[src/cache_consts.svh]
`ifndef CACHE_CONSTS_SVH
`define CACHE_CONSTS_SVH

// cache geometry
`define CACHE_WAYS 4
`define CACHE_SETS 64
`define LINE_BYTES 32

// address layout
// the set index sits between the line offset and the tag
`define ADR_W 32
`define LOBIT 5
`define HIBIT 10
`define TAGLOBIT 11

// memory bus
`define TID_W 8
`define NUM_RD_PORTS 2

`endif

[src/bus_pkg.sv]
`default_nettype none
`include "cache_consts.svh"

package bus_pkg;

	// read channel request, a single cycle strobe
	typedef struct packed {
		logic cyc;
		logic [`TID_W-1:0] tid;
		logic [`ADR_W-1:0] adr;
	} rd_req_t;

	typedef struct packed {
		logic ack;
		logic [`LINE_BYTES*8-1:0] dat;
	} rd_resp_t;

	// write request level, held until wr_ack
	typedef struct packed {
		logic cyc;
		logic inv;
		logic [`ADR_W-1:0] adr;
		logic [`LINE_BYTES-1:0] sel;
		logic [`LINE_BYTES*8-1:0] dat;
	} wr_req_t;

	// line fill from the memory controller
	typedef struct packed {
		logic cyc;
		logic [`ADR_W-1:0] adr;
		logic [`LINE_BYTES*8-1:0] dat;
	} ld_req_t;

	typedef struct packed {
		logic cyc;
		logic [`TID_W-1:0] tid;
		logic [`ADR_W-1:0] adr;
	} miss_req_t;

endpackage

`default_nettype wire

[src/cache_pkg.sv]
`default_nettype none
`include "cache_consts.svh"

package cache_pkg;

	// one cached line with its tag and dirty flag
	typedef struct packed {
		logic [`ADR_W-`TAGLOBIT-1:0] tag;
		logic modified;
		logic [`LINE_BYTES*8-1:0] data;
	} cache_line_t;

	// way 0 holds the newest line of the set
	typedef cache_line_t [`CACHE_WAYS-1:0] cache_set_t;

	// one bit per way
	typedef logic [`CACHE_WAYS-1:0] way_mask_t;

endpackage

`default_nettype wire

[src/cache_read_port.sv]
`timescale 1ns/1ps
`default_nettype none
`include "cache_consts.svh"

module cache_read_port (
	input wire logic wclk,
	input wire logic rst1,
	input wire bus_pkg::rd_req_t req,
	output bus_pkg::rd_resp_t resp,
	output logic rd_en,
	output logic [`HIBIT-`LOBIT:0] rd_idx,
	input wire cache_pkg::cache_set_t rd_set,
	input wire cache_pkg::way_mask_t valid,
	output logic miss_stb,
	output logic [`TID_W-1:0] miss_tid,
	output logic [`ADR_W-1:0] miss_adr,
	input wire logic issued
);

	logic pend;
	logic rd_vld;
	logic miss_sent;
	logic ack_r;
	logic hit_now;
	logic [`TID_W-1:0] tid_r;
	logic [`ADR_W-1:0] adr_r;
	logic [`LINE_BYTES*8-1:0] dat_r;
	logic [`LINE_BYTES*8-1:0] hit_dat;
	cache_pkg::way_mask_t vld_r;
	cache_pkg::way_mask_t hit;

	// ========================================
	// request capture
	// ========================================
	always_ff @(posedge wclk) begin
		if (req.cyc && !pend) begin
			tid_r <= req.tid;
			adr_r <= req.adr;
		end
	end

	// the set is re-read every cycle while the request is open
	assign rd_en = pend;
	assign rd_idx = adr_r[`HIBIT:`LOBIT];

	// valid bits are sampled on the same edge as the set word so both
	// describe the same moment
	always_ff @(posedge wclk) begin
		if (rd_en)
			vld_r <= valid;
	end

	// ========================================
	// tag compare and data select
	// ========================================
	always_comb begin
		hit_dat = '0;
		for (int w = 0; w < `CACHE_WAYS; w++) begin
			hit[w] = vld_r[w] && (rd_set[w].tag == adr_r[`ADR_W-1:`TAGLOBIT]);
			if (hit[w])
				hit_dat = rd_set[w].data;
		end
	end

	assign hit_now = pend && rd_vld && (|hit);

	always_ff @(posedge wclk) begin
		if (rst1) begin
			pend <= 1'b0;
			rd_vld <= 1'b0;
			miss_sent <= 1'b0;
			ack_r <= 1'b0;
		end else begin
			ack_r <= hit_now;
			rd_vld <= rd_en && !hit_now;
			if (hit_now)
				pend <= 1'b0;
			else if (req.cyc)
				pend <= 1'b1;
			// one miss per request, rearmed once the line has hit
			if (hit_now)
				miss_sent <= 1'b0;
			else if (issued)
				miss_sent <= 1'b1;
		end
	end

	always_ff @(posedge wclk) begin
		if (hit_now)
			dat_r <= hit_dat;
	end

	assign resp = '{ack: ack_r, dat: dat_r};

	assign miss_stb = pend && rd_vld && !(|hit) && !miss_sent;
	assign miss_tid = tid_r;
	assign miss_adr = adr_r;

	a_ack_single: assert property (@(posedge wclk) disable iff (rst1) resp.ack |=> !resp.ack)
		else $error("read port ack high on two cycles in a row");

endmodule

`default_nettype wire

[config.mk]
export PLATFORM = sky130hd
export DESIGN_NAME = cache_read_port
export DESIGN_NICKNAME = d
export VERILOG_FILES = /design/src/bus_pkg.sv /design/src/cache_pkg.sv /design/src/cache_read_port.sv
export VERILOG_INCLUDE_DIRS = /design/src
export SDC_FILE = /design/constraint.sdc
export NUM_CORES = 1
export LEC_CHECK = 0
export BUFFER_PORTS_ARGS = -buffer_cell sky130_fd_sc_hd__buf_2
export CAP_MARGIN = 25
export CORE_AREA = 2 2 573 575
export CTS_CLUSTER_SIZE = 24
export DETAILED_ROUTE_END_ITERATION = 16
export DIE_AREA = 0 0 575 577
export GPL_TIMING_DRIVEN = 0
export HOLD_SLACK_MARGIN = 0.03
export PLACE_DENSITY = 0.3
export SKIP_CTS_REPAIR_TIMING = 1
export SLEW_MARGIN = 25
export SYNTH_ARGS = -nofsm -noshare
export SYNTH_HDL_FRONTEND = slang
export SYNTH_SLANG_ARGS = --single-unit
[constraint.sdc]
create_clock -name wclk -period 49.2 [get_ports wclk]
set_input_delay 4.92 -clock wclk [delete_from_list [all_inputs] [get_ports wclk]]
set_output_delay 4.92 -clock wclk [all_outputs]
set_load 0.1 [all_outputs]
==> flow_metrics.py <==
metrics = {
    "worst_hold_path": {
        "min_path_type": "flip-flop to flip-flop",
        "hold_depth": 1,
        "min_from": "rd_vld$_SDFF_PP0_",
    },
    "synth": {
        "synth_top_family_by_area": "simple AND/OR/NAND/NOR gates",
        "synth-compound-area-share_pct": 15.79,
        "yosysWarnings": 0,
        "synth-seq-area-share_pct": 47.56,
        "syn-num-nets": 3123,
        "synth_xor_area_share_pct": 3.850,
        "yosysTopAreaCell": "edfxtp_1",
        "synth-adder-area-share_pct": 0,
        "muxShareOfSynthArea_pct": 0,
        "netlist_instances": 1963,
        "synth_top_area_share_pct": 47.15,
        "synth.area.top_cells": "edfxtp_1 47%, a311oi_2 9.0%, nand4_1 8.9%",
        "synthesis.area_um2": 19110,
        "synth_seq_cells": 304,
        "yosysUniqueCellTypes": 29,
        "synth_simple_gate_area_share_pct": 26.59,
        "syn_avg_cell_area_um2": 9.734,
    },
    "clocking": {
        "cts_made_buffers": 53,
        "clk_pin_slew_ns": 0.06,
        "clkSinkCount": 304,
        "cts_root_buf": "clkbuf_16",
        "cts_max_level": 2,
        "clk_path_buf_depth": 3,
        "cts_tree": "built",
        "clk_latency_ns": 0.74,
    },
    "critical_path": {
        "cp-end-kind": "output pin",
        "slowest_stage": "nor4_1",
        "critPathLaunch": "rd_set[1111]",
        "critPathRequiredTime_ns": 44.28,
        "r2r_cells": 16,
        "worstSetupPathType": "primary input to output pin",
        "max_stage_delay_ns": 0.91,
        "worstReg2RegStart": "miss_adr[28]$_DFFE_PP_",
        "crit_path_max_fanout": 10,
        "cp_common_cell": "buf_2",
        "worstPathArrival_ns": 8.04,
        "crit_chain": "buf_2 > xor2_1 > nor4_1 > and3_1 > nand2_2 > buf_2 > nand4_1 > nor3_1 > buf_2",
        "startpoint_type": "primary input",
    },
    "timing": {
        "tightest_slew_ns": 1.417,
        "skew_ns": 0.04201,
        "rsz0062_at_grt": "false",
        "setup_violations": 0,
        "setup_slack_ns": 36.24,
        "min_period_over_period_pct": 26.34,
        "max_freq_mhz": 77.17,
        "finalHoldViolations": 0,
        "relSlewSlack_pct": 4.833,
        "setup-tns-final_ns": 0,
        "slew_viol_final": 0,
        "period_needed_ns": 12.96,
    },
    "pwr": {
        "leakagePower_nw": 13.75,
        "power_frac_seq_pct": 36.0,
        "p_sw_share_pct": 28.70,
        "power.density_nw_per_um2": 22.99,
        "finalPower_mw": 0.8012,
        "power_frac_comb_pct": 11.2,
        "cellInternalPower_mw": 0.5712,
        "power.switching_mw": 0.2299,
        "p_clk_share_pct": 52.9,
        "vdd_ir_drop_max_uv": 27.95,
    },
    "placed_design": {
        "pre_cts_slack_ns": 36.14,
        "port-buffer-count": 1460,
        "place_inst": 7798,
        "gp_congestion": 0.9404,
        "hpwl_um": 261800,
        "placed_area_um2": 32660,
    },
    "grt": {
        "grt_pass1_vias": 26350,
        "grt_max_degree": 20,
        "grt_use_total_pct": 16.86,
        "grt_pass1_wl_um": 347900,
        "grt_antenna_before_repair": 327,
        "grt_overflow": 0,
    },
    "finish": {
        "postLayoutCellArea_um2": 34840,
        "syn2layout_area_growth_pct": 82.35,
        "fin_nets": 4667,
        "layout.cells.non_filler": 8036,
        "drive_above_1_share_pct": 51.00,
    },
    "die": {
        "rows": 210,
        "dieArea_um2": 331800,
        "fp.dieW_um": 575,
        "core-area_um2": 325800,
        "die_h_um": 577,
        "initial_utilization_pct": 5.865,
        "ios": 1465,
    },
    "routing": {
        "via_per_inst": 3.304,
        "drt_iter0_drc": 1891,
        "vias": 26550,
        "drc": 0,
        "drt_wl_total_um": 291500,
        "drtPass1Iterations": 8,
        "ant_nets": 0,
        "avgRoutedWirePerCell_um": 36.27,
    },
    "flow_run": {
        "cap_violations": 0,
    },
    "outcome": {
        "outcome": "completed",
    },
}
## cell usage in the layout, fill, tap and decap left out, types with 3 or more instances in the layout
master,instances
xor2_1,16
clkinvlp_4,5
nor4_1,5
a311oi_2,116
a311oi_1,139
nor3_2,4
clkinv_1,8
buf_2,1526
bufinv_16,9
xnor2_1,68
clkinv_2,5
nand2_1,258
clkbuf_2,10
nor3_1,252
clkinv_4,5
nor2_1,260
buf_16,25
dfxtp_1,4
and2_1,3
nand4_1,273
clkbuf_1,138
buf_6,17
edfxtp_1,300
diode_2,141
clkbuf_16,54
and3_1,4
buf_4,22
## power groups by stage
stage               Combinational (mW)  Clock, mW  Sequential [mW]
detailed placement              0.0893          0            0.293
CTS                             0.0899      0.449            0.288
global placement                0.0888          0            0.294
floorplan                       0.0119          0            0.304
global route                    0.0944      0.451            0.288
finish                          0.0896      0.423            0.288
## path summary, 6_finish.rpt
check | to | slack (ns)
worst min-delay path | rd_vld$_SDFF_PP0_ | 0.46
worst min register to register | rd_vld$_SDFF_PP0_ | 0.46
worst max-delay path | miss_stb | 36.24
worst max register to register | dat_r[183]$_DFFE_PP_ | 43.08
## final cells by class
| class | instances | area [µm²] |
|---|---|---|
| Fill cell | 38240 | 291000 |
| Sequential cell | 304 | 9089 |
| Multi-Input combinational cell | 1416 | 8886 |
| Timing Repair Buffer | 1489 | 8040 |
| Tap cell | 4346 | 5438 |
| Clock buffer | 62 | 1381 |
| Buffer | 243 | 1202 |
| Clock inverter | 35 | 454.2 |
| Antenna cell | 141 | 352.8 |
## metrics by stage
step | util [%] | hold WS, ns
finish | 10.69 | 0.4580
global route | 10.64 | 0.4806
CTS | 10.59 | 0.4639
detailed placement | 10.02 | 0.4555
global placement | 9.777 | 0.4297
floorplan | - | 0.4180
## cells in the mapped netlist
cell type	count
and2_1	3
nand4_2	1
nand2b_1	1
and3_1	4
o21ai_0	2
o21bai_1	1
clkbuf_1	141
dfxtp_1	4
a311oi_1	140
nor2b_1	1
xnor2_1	68
a311oi_2	115
a31oi_1	1
nor4_1	5
buf_6	15
buf_4	21
xor2_1	16
a211oi_1	2
nor2_1	260
o211a_1	1
nand2_1	259
nor3_1	256
buf_2	66
nand3_1	2
nor4_2	1
nand4_1	273
nor4_4	1
a21oi_1	3
edfxtp_1	300
## metal layers
metal	vias to the layer above	track usage [%]	share of wire [%]
met5	-	0	0.42
met4	184	5.795	4.1
met3	651	8.199	12
met2	1881	27.13	45
met1	12920	19.35	39
li1	10920	-	-
## logic make-up after synthesis
kind of cell              after synthesis
AOI/OAI and AO/OA                     265
xor gates and xnor gates               84
buffers and inverters                 243
DFF                                   304
and+or+nand+nor                      1067
## sequential cells by signal, indices dropped and copies added, names as in the netlist
name,count
miss_sent,1
ack_r,1
vld_r,4
miss_tid,8
rd_vld,1
dat_r,256
miss_adr,32
rd_en,1
## critical path, delay by kind of cell
kind / cells / cell delay [ns]
XOR/XNOR: 1 / 0.14
AND/OR/NAND/NOR: 5 / 2.05
buffers and inverters: 3 / 0.85
(Power assumes the default switching activity.)
