<file path="config.mk">
export PLATFORM = sky130hd
export DESIGN_NAME = miss_arbiter
export DESIGN_NICKNAME = d
export VERILOG_FILES = /design/src/bus_pkg.sv /design/src/miss_arbiter.sv
export VERILOG_INCLUDE_DIRS = /design/src
export SDC_FILE = /design/constraint.sdc
export NUM_CORES = 1
export LEC_CHECK = 0
export BUFFER_PORTS_ARGS = -buffer_cell sky130_fd_sc_hd__clkbuf_2
export CORE_MARGIN = 3
export CORE_UTILIZATION = 41
export CTS_BUF_LIST = sky130_fd_sc_hd__clkbuf_8
export CTS_CLUSTER_SIZE = 20
export DETAILED_ROUTE_END_ITERATION = 8
export PLACE_DENSITY = 0.75
export SYNTH_ARGS = -nofsm -noshare
export SYNTH_HDL_FRONTEND = slang
export SYNTH_SLANG_ARGS = --single-unit
</file>
<file path="constraint.sdc">
create_clock -name wclk -period 2.57 [get_ports wclk]
set_input_delay 0.257 -clock wclk [delete_from_list [all_inputs] [get_ports wclk]]
set_output_delay 0.257 -clock wclk [all_outputs]
set_load 0.005 [all_outputs]
</file>
<file path="src/cache_consts.svh">
`ifndef CACHE_CONSTS_SVH
`define CACHE_CONSTS_SVH

// cache geometry
`define CACHE_WAYS 4
`define CACHE_SETS 64
`define LINE_BYTES 32

// address layout
// the set index sits between the line offset and the tag
`define ADR_W 32
`define LOBIT 5
`define HIBIT 10
`define TAGLOBIT 11

// memory bus
`define TID_W 8
`define NUM_RD_PORTS 2

`endif

</file>
<file path="src/bus_pkg.sv">
`default_nettype none
`include "cache_consts.svh"

package bus_pkg;

	// read channel request, a single cycle strobe
	typedef struct packed {
		logic cyc;
		logic [`TID_W-1:0] tid;
		logic [`ADR_W-1:0] adr;
	} rd_req_t;

	typedef struct packed {
		logic ack;
		logic [`LINE_BYTES*8-1:0] dat;
	} rd_resp_t;

	// write request level, held until wr_ack
	typedef struct packed {
		logic cyc;
		logic inv;
		logic [`ADR_W-1:0] adr;
		logic [`LINE_BYTES-1:0] sel;
		logic [`LINE_BYTES*8-1:0] dat;
	} wr_req_t;

	// line fill from the memory controller
	typedef struct packed {
		logic cyc;
		logic [`ADR_W-1:0] adr;
		logic [`LINE_BYTES*8-1:0] dat;
	} ld_req_t;

	typedef struct packed {
		logic cyc;
		logic [`TID_W-1:0] tid;
		logic [`ADR_W-1:0] adr;
	} miss_req_t;

endpackage

`default_nettype wire

</file>
<file path="src/miss_arbiter.sv">
`timescale 1ns/1ps
`default_nettype none
`include "cache_consts.svh"

module miss_arbiter (
	input wire logic wclk,
	input wire logic rst1,
	input wire logic [`NUM_RD_PORTS-1:0] miss_stb,
	input wire logic [`TID_W-1:0] miss_tid [`NUM_RD_PORTS],
	input wire logic [`ADR_W-1:0] miss_adr [`NUM_RD_PORTS],
	output logic [`NUM_RD_PORTS-1:0] issued,
	output bus_pkg::miss_req_t miss
);

	logic [`NUM_RD_PORTS-1:0] pend;
	logic [`NUM_RD_PORTS-1:0] cand;
	logic [`NUM_RD_PORTS-1:0] grant;
	logic miss_cyc;
	logic [`TID_W-1:0] sel_tid;
	logic [`ADR_W-1:0] sel_adr;
	logic [`TID_W-1:0] miss_tid_r;
	logic [`ADR_W-1:0] miss_adr_r;

	// channel 0 wins, lowest set bit of the candidates
	assign cand = miss_stb & ~pend;
	assign grant = cand & (~cand + 1'b1);

	always_comb begin
		sel_tid = '0;
		sel_adr = '0;
		for (int i = 0; i < `NUM_RD_PORTS; i++) begin
			if (grant[i]) begin
				sel_tid = miss_tid[i];
				sel_adr = miss_adr[i];
			end
		end
	end

	// pend covers the cycle until the channel drops its strobe
	always_ff @(posedge wclk) begin
		if (rst1) begin
			pend <= '0;
			issued <= '0;
			miss_cyc <= 1'b0;
		end else begin
			pend <= (pend & miss_stb) | grant;
			issued <= grant;
			miss_cyc <= |grant;
		end
	end

	always_ff @(posedge wclk) begin
		if (|grant) begin
			miss_tid_r <= sel_tid;
			miss_adr_r <= sel_adr;
		end
	end

	assign miss = '{cyc: miss_cyc, tid: miss_tid_r, adr: miss_adr_r};

	a_one_issue: assert property (@(posedge wclk) disable iff (rst1) $onehot0(issued))
		else $error("more than one channel issued at once");

endmodule

`default_nettype wire

</file>
==> flow_summary_export.csv, run 1 <==
group,metric,value,unit
status,status,"completed",
power,intPower,1.226,mW
cts,postCtsSetupBuffers,0,
die,die_area,6319,µm²
synthesis,yosysTopAreaCellShare,54.24,%
cts,clock_sinks,45,
routing,wl_per_cell,16.45,µm
die,die_h,79.50,µm
placement,gp_congestion,0.7136,
finish,antennaDiodeCount,0,
grt,grt_pass1_vias,1750,
cts,cts_max_level,2,
critical_path,crit_type,"reg2reg",
routing,ant_nets,0,
routing,drc_errors,0,
critical_path,required,2.56,ns
finish,most-common-layout-cells,"clkbuf_2 (126), and3b_1 (40), a31o_1 (40), edfxtp_1 (40)",
power,pwr-share-comb,18.6,%
synthesis,synth_area_per_cell,14.38,µm²
synthesis,netlist_area,2215,µm²
synthesis,ys_types,17,
cts,cts_root_buffer,"clkbuf_8",
power,seqPwrFrac,56.0,%
cts,clk_path_buf_depth,2,
synthesis,synth.yosys.seq_area_share,58.76,%
critical_path,endpoint_kind,"flip-flop",
power,pwr-share-clk,25.4,%
cts,path_clk_slew,0.08,ns
die,initial_utilization,42.82,%
sta,slew-limit-headroom,69.83,%
synthesis,synth_top_area_cell,"edfxtp_1",
critical_path,worstPathArrival,1.37,ns
power,leakagePower,1.463,nW
sta,fmax,722.9,MHz
sta,rsz0062_at_grt,"no",
placement,dp_hpwl,3.878,mm
power,switching_share,24.37,%
power,ir_worst_vdd,0.2458,mV
synthesis,synth_top_family_by_area,"simple AND/OR/NAND/NOR gates",
grt,antenna_found_initial,0,
sta,clock_skew,0.006923,ns
routing,drt-vias-per-instance,5.233,
synthesis,muxShareOfSynthArea,0,%
critical_path,startpoint_type,"flip-flop",
placement,io_buffers,126,
finish,fillers,455,
sta,setup_viol,0,
synthesis,synth_area_leaders,"edfxtp_1 (54%), a31o_1 (16%), and3b_1 (16%)",
synthesis,yosys_warnings,0,
cts,cts_tree,"yes",
synthesis,synth_cells,154,
die,dieWidth,79.50,µm
finish,syn_to_final_growth,31.70,%
routing,drtIter0Drc,93,
grt,grt_max_degree,45,
sta,period_share,53.82,%
die,core-area,5172,µm²
finish,fin_nets,357,
power,p_sw,0.3951,mW
sta,finalSetupTns,0,ns
job,drv_cap,0,
synthesis,synth_nets,238,
routing,vias,1800,
cts,worstSkewPairLatency,0.29,ns
synthesis,synth_fa_ha_area_share,0,%
grt,grt_pass1_wl,8.645,mm
finish,fin_util,56.39,%
synthesis,synth_compound_area_share,16.50,%
grt,track_usage,17.91,%
cts,cts_buffers,5,
routing,dr.pass1.iters,4,
die,ioPinCount,127,
critical_path,critical_path.max_fanout,26,
hold_path,hold_path.class,"in2reg",
synthesis,synthSimpleGateAreaFrac,17.57,%
cts,cts.hold.buffers_added,0,
cts,postCtsResizedCells,0,
sta,hold_viol,0,
sta,tightest_slew,0.4525,ns
grt,grt_overflow,0,
sta,worst_hold_slack,0.1796,ns
synthesis,postSynthRegisterBits,45,
die,rows,26,
synthesis,synth-xor-area-share,0,%
sta,drv_slew,0,
sta,fin_crit,1.383,ns
finish,drive_gt1_share,51.09,%
routing,wl,5.659,mm
finish,final_common_cell,"clkbuf_2",
power,pwr_density_cell,555.9,nW/µm²
[per-layer routing]
metal / routed length (µm) / vias to the layer above / track usage [%] / part of all wire (%)
met5: 0 / - / 0 / 0
met4: 54 / 0 / 4.639 / 0.95
met3: 656 / 6 / 5.756 / 12
met2: 2472 / 114 / 29.55 / 44
met1: 2476 / 836 / 22.69 / 44
li1: - / 844 / - / -
[area by class of cell]
cell class	count	area, µm²	share of cell area [%]
sequential	45	1301	44.62
multi-input combinational	89	762.0	26.13
timing repair buffer	131	680.7	23.34
tap	70	87.58	3.003
clock buffer	5	68.82	2.360
clock inverter	3	12.51	0.4290
inverter	1	3.754	0.1287
[critical path: stages (launching register included)]
cell	delay [ns]
dfxtp_1	0.33
nand2b_1	0.17
nand2_2	0.33
buf_12	0.25
[path summary, 6_finish.rpt]
| path | startpoint | end | slack [ns] | cells past startpoint |
|---|---|---|---|---|
| worst max register to register | pend[1]$_SDFF_PP0_ | miss_adr_r[27]$_DFFE_PP_ | 1.19 | 3 |
| worst max-delay path | pend[1]$_SDFF_PP0_ | miss_adr_r[27]$_DFFE_PP_ | 1.19 | 3 |
| worst min register to register | pend[1]$_SDFF_PP0_ | pend[1]$_SDFF_PP0_ | 0.55 | 1 |
| worst min-delay path | rst1 | pend[0]$_SDFF_PP0_ | 0.18 | 2 |
[cell families (layout without fill, tap and decap cells)]
| group | Yosys count | in the layout |
|---|---|---|
| and+or+nand+nor | 47 | 47 |
| DFF | 45 | 45 |
| AOI/OAI and AO/OA | 42 | 42 |
| buffers and inverters | 20 | 140 |
[flip-flops by register name, indices dropped and copies added (netlist names)]
signal,flops
pend,2
miss_cyc,1
miss_adr_r,32
issued,2
miss_tid_r,8
[through the flow]
step	power, mW	cell area (µm²)	std cells	setup slack, ns
3_5_place_dp	1.229	2835	336	1.197
5_1_grt	1.704	2917	344	1.106
3_3_place_gp	1.222	2835	336	1.232
2_1_floorplan	1.075	2215	154	0.5828
6_report	1.621	2917	344	1.187
4_1_cts	1.638	2917	344	1.176
[power by group through the flow]
stage / combinational, mW / sequential, mW / clock (mW)
2_1_floorplan: 0.143 / 0.932 / 0
3_3_place_gp: 0.300 / 0.923 / 0
3_5_place_dp: 0.304 / 0.924 / 0
4_1_cts: 0.306 / 0.909 / 0.424
5_1_grt: 0.333 / 0.914 / 0.457
6_report: 0.302 / 0.907 / 0.412
[synthesized netlist by cell type, drive strengths merged]
| cell type | count |
|---|---|
| and3 | 1 |
| inv | 1 |
| a31o | 40 |
| nand2 | 1 |
| nor2b | 2 |
| clkbuf | 2 |
| o211a | 1 |
| edfxtp | 40 |
| nor2 | 1 |
| a21oi | 1 |
| buf | 17 |
| and3b | 40 |
| dfxtp | 5 |
| nand2b | 2 |
Power figures use the tool's default switching activity.
==> run 2: changes to the inputs <==
Settings changed: PLACE_DENSITY 0.75 to 0.78.
Clock period 2.57 ns to 1.2 ns, I/O delays scaled along.
==> run 2 against run 1 <==
- hold slack got worse by 0.13 ns
- maximum frequency rose by 16%
- combinational power increased by 120%
- critical endpoint is now miss_adr_r[22]$_DFFE_PP_
- setup slack got worse by 1.2 ns
- power is 120% higher
- clock-buffer cell count did not move
- sequential power up 110%
- global-route usage is 0.64 points lower
- highest routed layer unchanged
- critical path type unchanged
==> flow_summary_export.csv, run 2 (synthesized netlist as in run 1, its figures left out) <==
group,metric,value,unit
status,status,"completed",
critical_path,ff2ff_setup_slack,0.006,ns
routing,drt-vias-per-instance,5.126,
critical_path,crit_type,"reg2reg",
die,ioPinCount,127,
cts,cts_max_level,2,
cts,cts_root_buffer,"clkbuf_8",
sta,clock_skew,0.007091,ns
cts,clk_path_buf_depth,2,
sta,finalSetupTns,0,ns
finish,top_register,"miss_adr_r",
critical_path,cp_slowest_cell,"dfxtp_2",
cts,cts_buffers,5,
critical_path,path_delay_family,"flip-flops",
grt,antenna_found_initial,0,
finish,largest_reg_flops,32,
hold_path,hold_path.class,"in2reg",
die,rows,26,
sta,hold_viol,0,
critical_path,worstPathArrival,1.24,ns
hold_path,hold_depth,2,
grt,grt_pass1_wl,8.286,mm
die,dieWidth,79.50,µm
sta,rsz0062_at_grt,"yes",
cts,cts.hold.buffers_added,0,
routing,vias,1794,
finish,syn_to_final_growth,35.37,%
critical_path,reg2reg_depth,3,
sta,period_share,99.46,%
job,drv_cap,0,
hold_path,hold_end,"pend[0]$_SDFF_PP0_",
critical_path,slowest_delay,0.34,ns
sta,setup_viol,0,
placement,place_inst,342,
cts,cts_tree,"yes",
finish,regArea,1303,µm²
finish,antennaDiodeCount,0,
finish,final_common_cell,"clkbuf_2",
power,pwr_density_cell,1167,nW/µm²
die,die_area,6319,µm²
grt,track_usage,17.27,%
critical_path,r2r_start,"pend[0]$_SDFF_PP0_",
critical_path,path_cells,"nand2b_4, buf_12, a31o_1",
finish,stdcell_count,350,
finish,drive_gt1_share,53.21,%
cts,worstSkewPairLatency,0.29,ns
cts,clock_sinks,45,
finish,fin_nets,363,
critical_path,critical_path.max_fanout,23,
die,core-area,5172,µm²
placement,dp_hpwl,4.240,mm
die,die_h,79.50,µm
critical_path,required,1.25,ns
grt,grt_pass1_vias,1700,
routing,drtIter0Drc,105,
finish,largest_registers,"miss_adr_r (32), miss_tid_r (8)",
placement,io_buffers,126,
placement,gp_congestion,0.7704,
die,initial_utilization,42.82,%
routing,ant_nets,0,
sta,drv_slew,0,
sta,slew-limit-headroom,78.53,%
critical_path,r2r_end,"miss_adr_r[22]$_DFFE_PP_",
critical_path,endpoint_kind,"flip-flop",
critical_path,startpoint_type,"flip-flop",
hold_path,holdCritStartpoint,"rst1",
finish,fin_util,57.96,%
finish,multi_input_area,783.3,µm²
sta,worst_hold_slack,0.04495,ns
finish,most-common-layout-cells,"clkbuf_2 (126), and3b_1 (40), a31o_1 (40), edfxtp_1 (40), buf_4 (9)",
power,ir_worst_vdd,0.4881,mV
grt,grt_overflow,0,
routing,drc_errors,0,
finish,fillers,445,
power,leakagePower,1.503,nW
routing,wl,5.677,mm
routing,dr.pass1.iters,4,
sta,tightest_slew,0.3212,ns
routing,wl_per_cell,16.22,µm
critical_path,cp_num_cells,3,
sta,fin_crit,1.194,ns
critical_path,crit_buf_inv,1,
sta,fmax,837.9,MHz
cts,path_clk_slew,0.09,ns
grt,grt_max_degree,41,
==> run 2: changes by cell type in the layout (fill, tap and decap cells not counted) <==
cell / before / now
buf_12: 1 / 2
nand2b_4: 0 / 1
nand2_2: 1 / 0
dfxtp_1: 5 / 4
clkinv_2: 1 / 2
buf_4: 4 / 9
nand2_8: 0 / 1
dfxtp_2: 0 / 1
nand2b_1: 1 / 0
inv_1: 3 / 2
==> run 2: per-layer routing <==
layer | share of wire (%) | global-route usage, % | up-vias
met1 | 41 | 21.17 | 833
met2 | 49 | 29.55 | 93
li1 | - | - | 860
met3 | 8.8 | 4.628 | 8
met5 | 0 | 0 | -
met4 | 1.5 | 5.326 | 0
==> run 2: metrics by stage <==
stage / power [mW] / setup WS (ns) / cell area [µm²]
after floorplan: 2.312 / -0.02554 / 2243
after global placement: 2.648 / 0.02001 / 2913
after detailed placement: 2.665 / 0.003200 / 2913
after CTS: 3.536 / 0.005631 / 2998
after global routing: 3.676 / -0.02942 / 2998
final: 3.497 / 0.006470 / 2998
==> run 2: power by group <==
group          switching [mW]  leakage [nW]  internal, mW
combinational           0.314         0.994         0.362
sequential             0.0500         0.460          1.90
clock                   0.481        0.0491         0.396
total                   0.844          1.50          2.65
==> run 2: layout make-up <==
type                            instances  share of cell area, %
Clock buffer                            5                  2.295
Clock inverter                          3                 0.4591
Inverter                                1                 0.1252
Multi-Input combinational cell         89                  26.13
Sequential cell                        45                  43.45
Tap cell                               70                  2.922
Timing Repair Buffer                  137                  24.62
==> run 2: how the worst max path moves through the flow <==
stage	end	start	slack, ns
finish	miss_adr_r[22]$_DFFE_PP_	pend[0]$_SDFF_PP0_	0.006
floorplan	miss_adr_r[0]$_DFFE_PP_	pend[0]$_SDFF_PP0_	-0.03
global route	miss_adr_r[28]$_DFFE_PP_	pend[0]$_SDFF_PP0_	-0.03
CTS	miss_adr_r[28]$_DFFE_PP_	pend[0]$_SDFF_PP0_	0.006
detailed placement	miss_adr_r[13]$_DFFE_PP_	pend[1]$_SDFF_PP0_	0.003
global placement	miss_adr_r[19]$_DFFE_PP_	pend[1]$_SDFF_PP0_	0.02
==> run 2: repair_timing <==
action / in CTS / in global routing
buffers inserted: 0 / 0
resized for setup: 1 / 0
pin swaps: 2 / 0
setup endpoints to repair: 41 / 69
==> run 3: changes to the inputs <==
==> constraint.sdc (replaced) <==
create_clock -name wclk -period 1.2 [get_ports wclk]
set_input_delay 0 -clock wclk [delete_from_list [all_inputs] [get_ports wclk]]
set_output_delay 0 -clock wclk [all_outputs]
set_load 0.005 [all_outputs]
==> run 3 against run 2 <==
- sequential power hardly changed
- critical path depth stayed put
- largest power group unchanged
- non-clock buffer count is 5 higher
- setup slack worse by 0.0039 ns
- highest routed layer unchanged
- clock-buffer cell count stayed put
- wire length is 2.7% higher
==> flow_summary_export.csv, run 3 (synthesized netlist as in run 1, its figures left out) <==
group,metric,value,unit
placement,dp_hpwl,4.350,mm
sta,fmax,835.1,MHz
die,ioPinCount,127,
power,ir_worst_vdd,0.4296,mV
routing,ant_nets,0,
sta,fin_crit,1.197,ns
grt,grt_pass1_vias,1868,
routing,dr.pass1.iters,4,
critical_path,reg2reg_depth,3,
finish,top_register,"miss_adr_r",
critical_path,endpoint_kind,"flip-flop",
placement,place_inst,342,
finish,final_common_cell,"clkbuf_2",
critical_path,slowest_delay,0.35,ns
cts,clk_path_buf_depth,2,
hold_path,hold_depth,2,
sta,worst_hold_slack,0.01143,ns
finish,largest_registers,"miss_adr_r (32), miss_tid_r (8)",
routing,wl,5.833,mm
sta,rsz0062_at_grt,"yes",
routing,drt-vias-per-instance,5.218,
die,rows,26,
job,drv_cap,0,
grt,track_usage,18.67,%
die,die_area,6319,µm²
placement,place_area,2938,µm²
cts,worstSkewPairLatency,0.28,ns
hold_path,holdCritStartpoint,"miss_adr[18]",
sta,setup_viol,0,
hold_path,hold_path.class,"in2reg",
routing,wl_per_cell,16.48,µm
power,leakagePower,1.531,nW
grt,grt_pass1_wl,8.970,mm
finish,drive_gt1_share,52.11,%
cts,cts_root_buffer,"clkbuf_8",
sta,drv_slew,0,
finish,fin_util,59.53,%
cts,cts_buffers,5,
die,initial_utilization,42.82,%
critical_path,required,1.24,ns
critical_path,cp_slowest_cell,"dfxtp_2",
die,core-area,5172,µm²
sta,clock_skew,0.006090,ns
finish,antennaDiodeCount,0,
sta,finalSetupTns,0,ns
hold_path,hold_end,"miss_adr_r[18]$_DFFE_PP_",
critical_path,startpoint_type,"flip-flop",
placement,gp_congestion,0.7694,
routing,vias,1847,
sta,tightest_slew,0.3132,ns
critical_path,path_cells,"nand2b_4, buf_12, a31o_1",
die,dieWidth,79.50,µm
power,pwr_density_cell,1134,nW/µm²
sta,period_share,99.78,%
status,status,"completed",
cts,clock_sinks,45,
routing,drtIter0Drc,74,
cts,cts_max_level,2,
cts,cts_tree,"yes",
routing,drc_errors,0,
placement,dp_slack,-0.01517,ns
grt,grt_max_degree,41,
critical_path,critical_path.max_fanout,12,
finish,largest_reg_flops,32,
sta,worst_slack,0.002592,ns
finish,syn_to_final_growth,39.04,%
grt,antenna_found_initial,0,
power,p_total,3.492,mW
critical_path,crit_buf_inv,1,
critical_path,worstPathArrival,1.23,ns
critical_path,r2r_end,"miss_adr_r[6]$_DFFE_PP_",
critical_path,ff2ff_setup_slack,0.003,ns
critical_path,crit_type,"reg2reg",
sta,hold_viol,0,
critical_path,path_delay_family,"flip-flops",
finish,most-common-layout-cells,"clkbuf_2 (126), and3b_1 (40), a31o_1 (40), edfxtp_1 (40), clkbuf_8 (5)",
placement,io_buffers,126,
cts,path_clk_slew,0.08,ns
grt,grt_overflow,0,
finish,stdcell_count,354,
die,die_h,79.50,µm
finish,final_area,3079,µm²
finish,fin_nets,368,
critical_path,r2r_start,"pend[0]$_SDFF_PP0_",
sta,slew-limit-headroom,79.06,%
## run 3: changes by cell type in the layout (fill, tap and decap cells not counted), sizes merged
cell         change
buf              +1
dlygate4sd3      +4
clkinv           -1
## run 3: worst max-delay path by stage
stage	start	endpoint	cells after the start
4_1_cts	pend[0]$_SDFF_PP0_	miss_adr_r[24]$_DFFE_PP_	3
3_5_place_dp	pend[0]$_SDFF_PP0_	miss_adr_r[19]$_DFFE_PP_	3
6_report	pend[0]$_SDFF_PP0_	miss_adr_r[6]$_DFFE_PP_	3
2_1_floorplan	pend[0]$_SDFF_PP0_	miss_adr_r[0]$_DFFE_PP_	4
5_1_grt	pend[0]$_SDFF_PP0_	miss_adr_r[24]$_DFFE_PP_	3
3_3_place_gp	pend[0]$_SDFF_PP0_	miss_adr_r[18]$_DFFE_PP_	3
## run 3: metal layers
layer / global-route usage, % / vias to the layer above / routed length (µm)
met1: 21.54 / 864 / 2190
li1: - / 871 / -
met5: 0 / - / 0
met4: 8.763 / 0 / 118
met2: 33.22 / 102 / 3041
met3: 3.386 / 10 / 483
## run 3: cell type report
cell class | count | area [µm²]
multi-input combinational | 89 | 783.3
timing repair buffer | 142 | 825.8
tap | 70 | 87.58
inverter | 1 | 3.754
clock inverter | 2 | 7.507
sequential | 45 | 1303
fill | 439 | 2093
clock buffer | 5 | 68.82
## run 3: timing repair
item	in CTS	in global routing
pin swaps	1	1
resized for setup	5	0
hold buffers	3	1
setup buffers	0	1
setup endpoints to repair	69	75
hold endpoints to repair	5	1
## run 3: power by group
part / internal (mW) / leakage, nW / total, mW / switching (mW)
Combinational: 0.388 / 1.03 / 0.712 / 0.324
Clock: 0.384 / 0.0428 / 0.839 / 0.455
Sequential: 1.90 / 0.460 / 1.94 / 0.0451
Total: 2.67 / 1.53 / 3.49 / 0.824
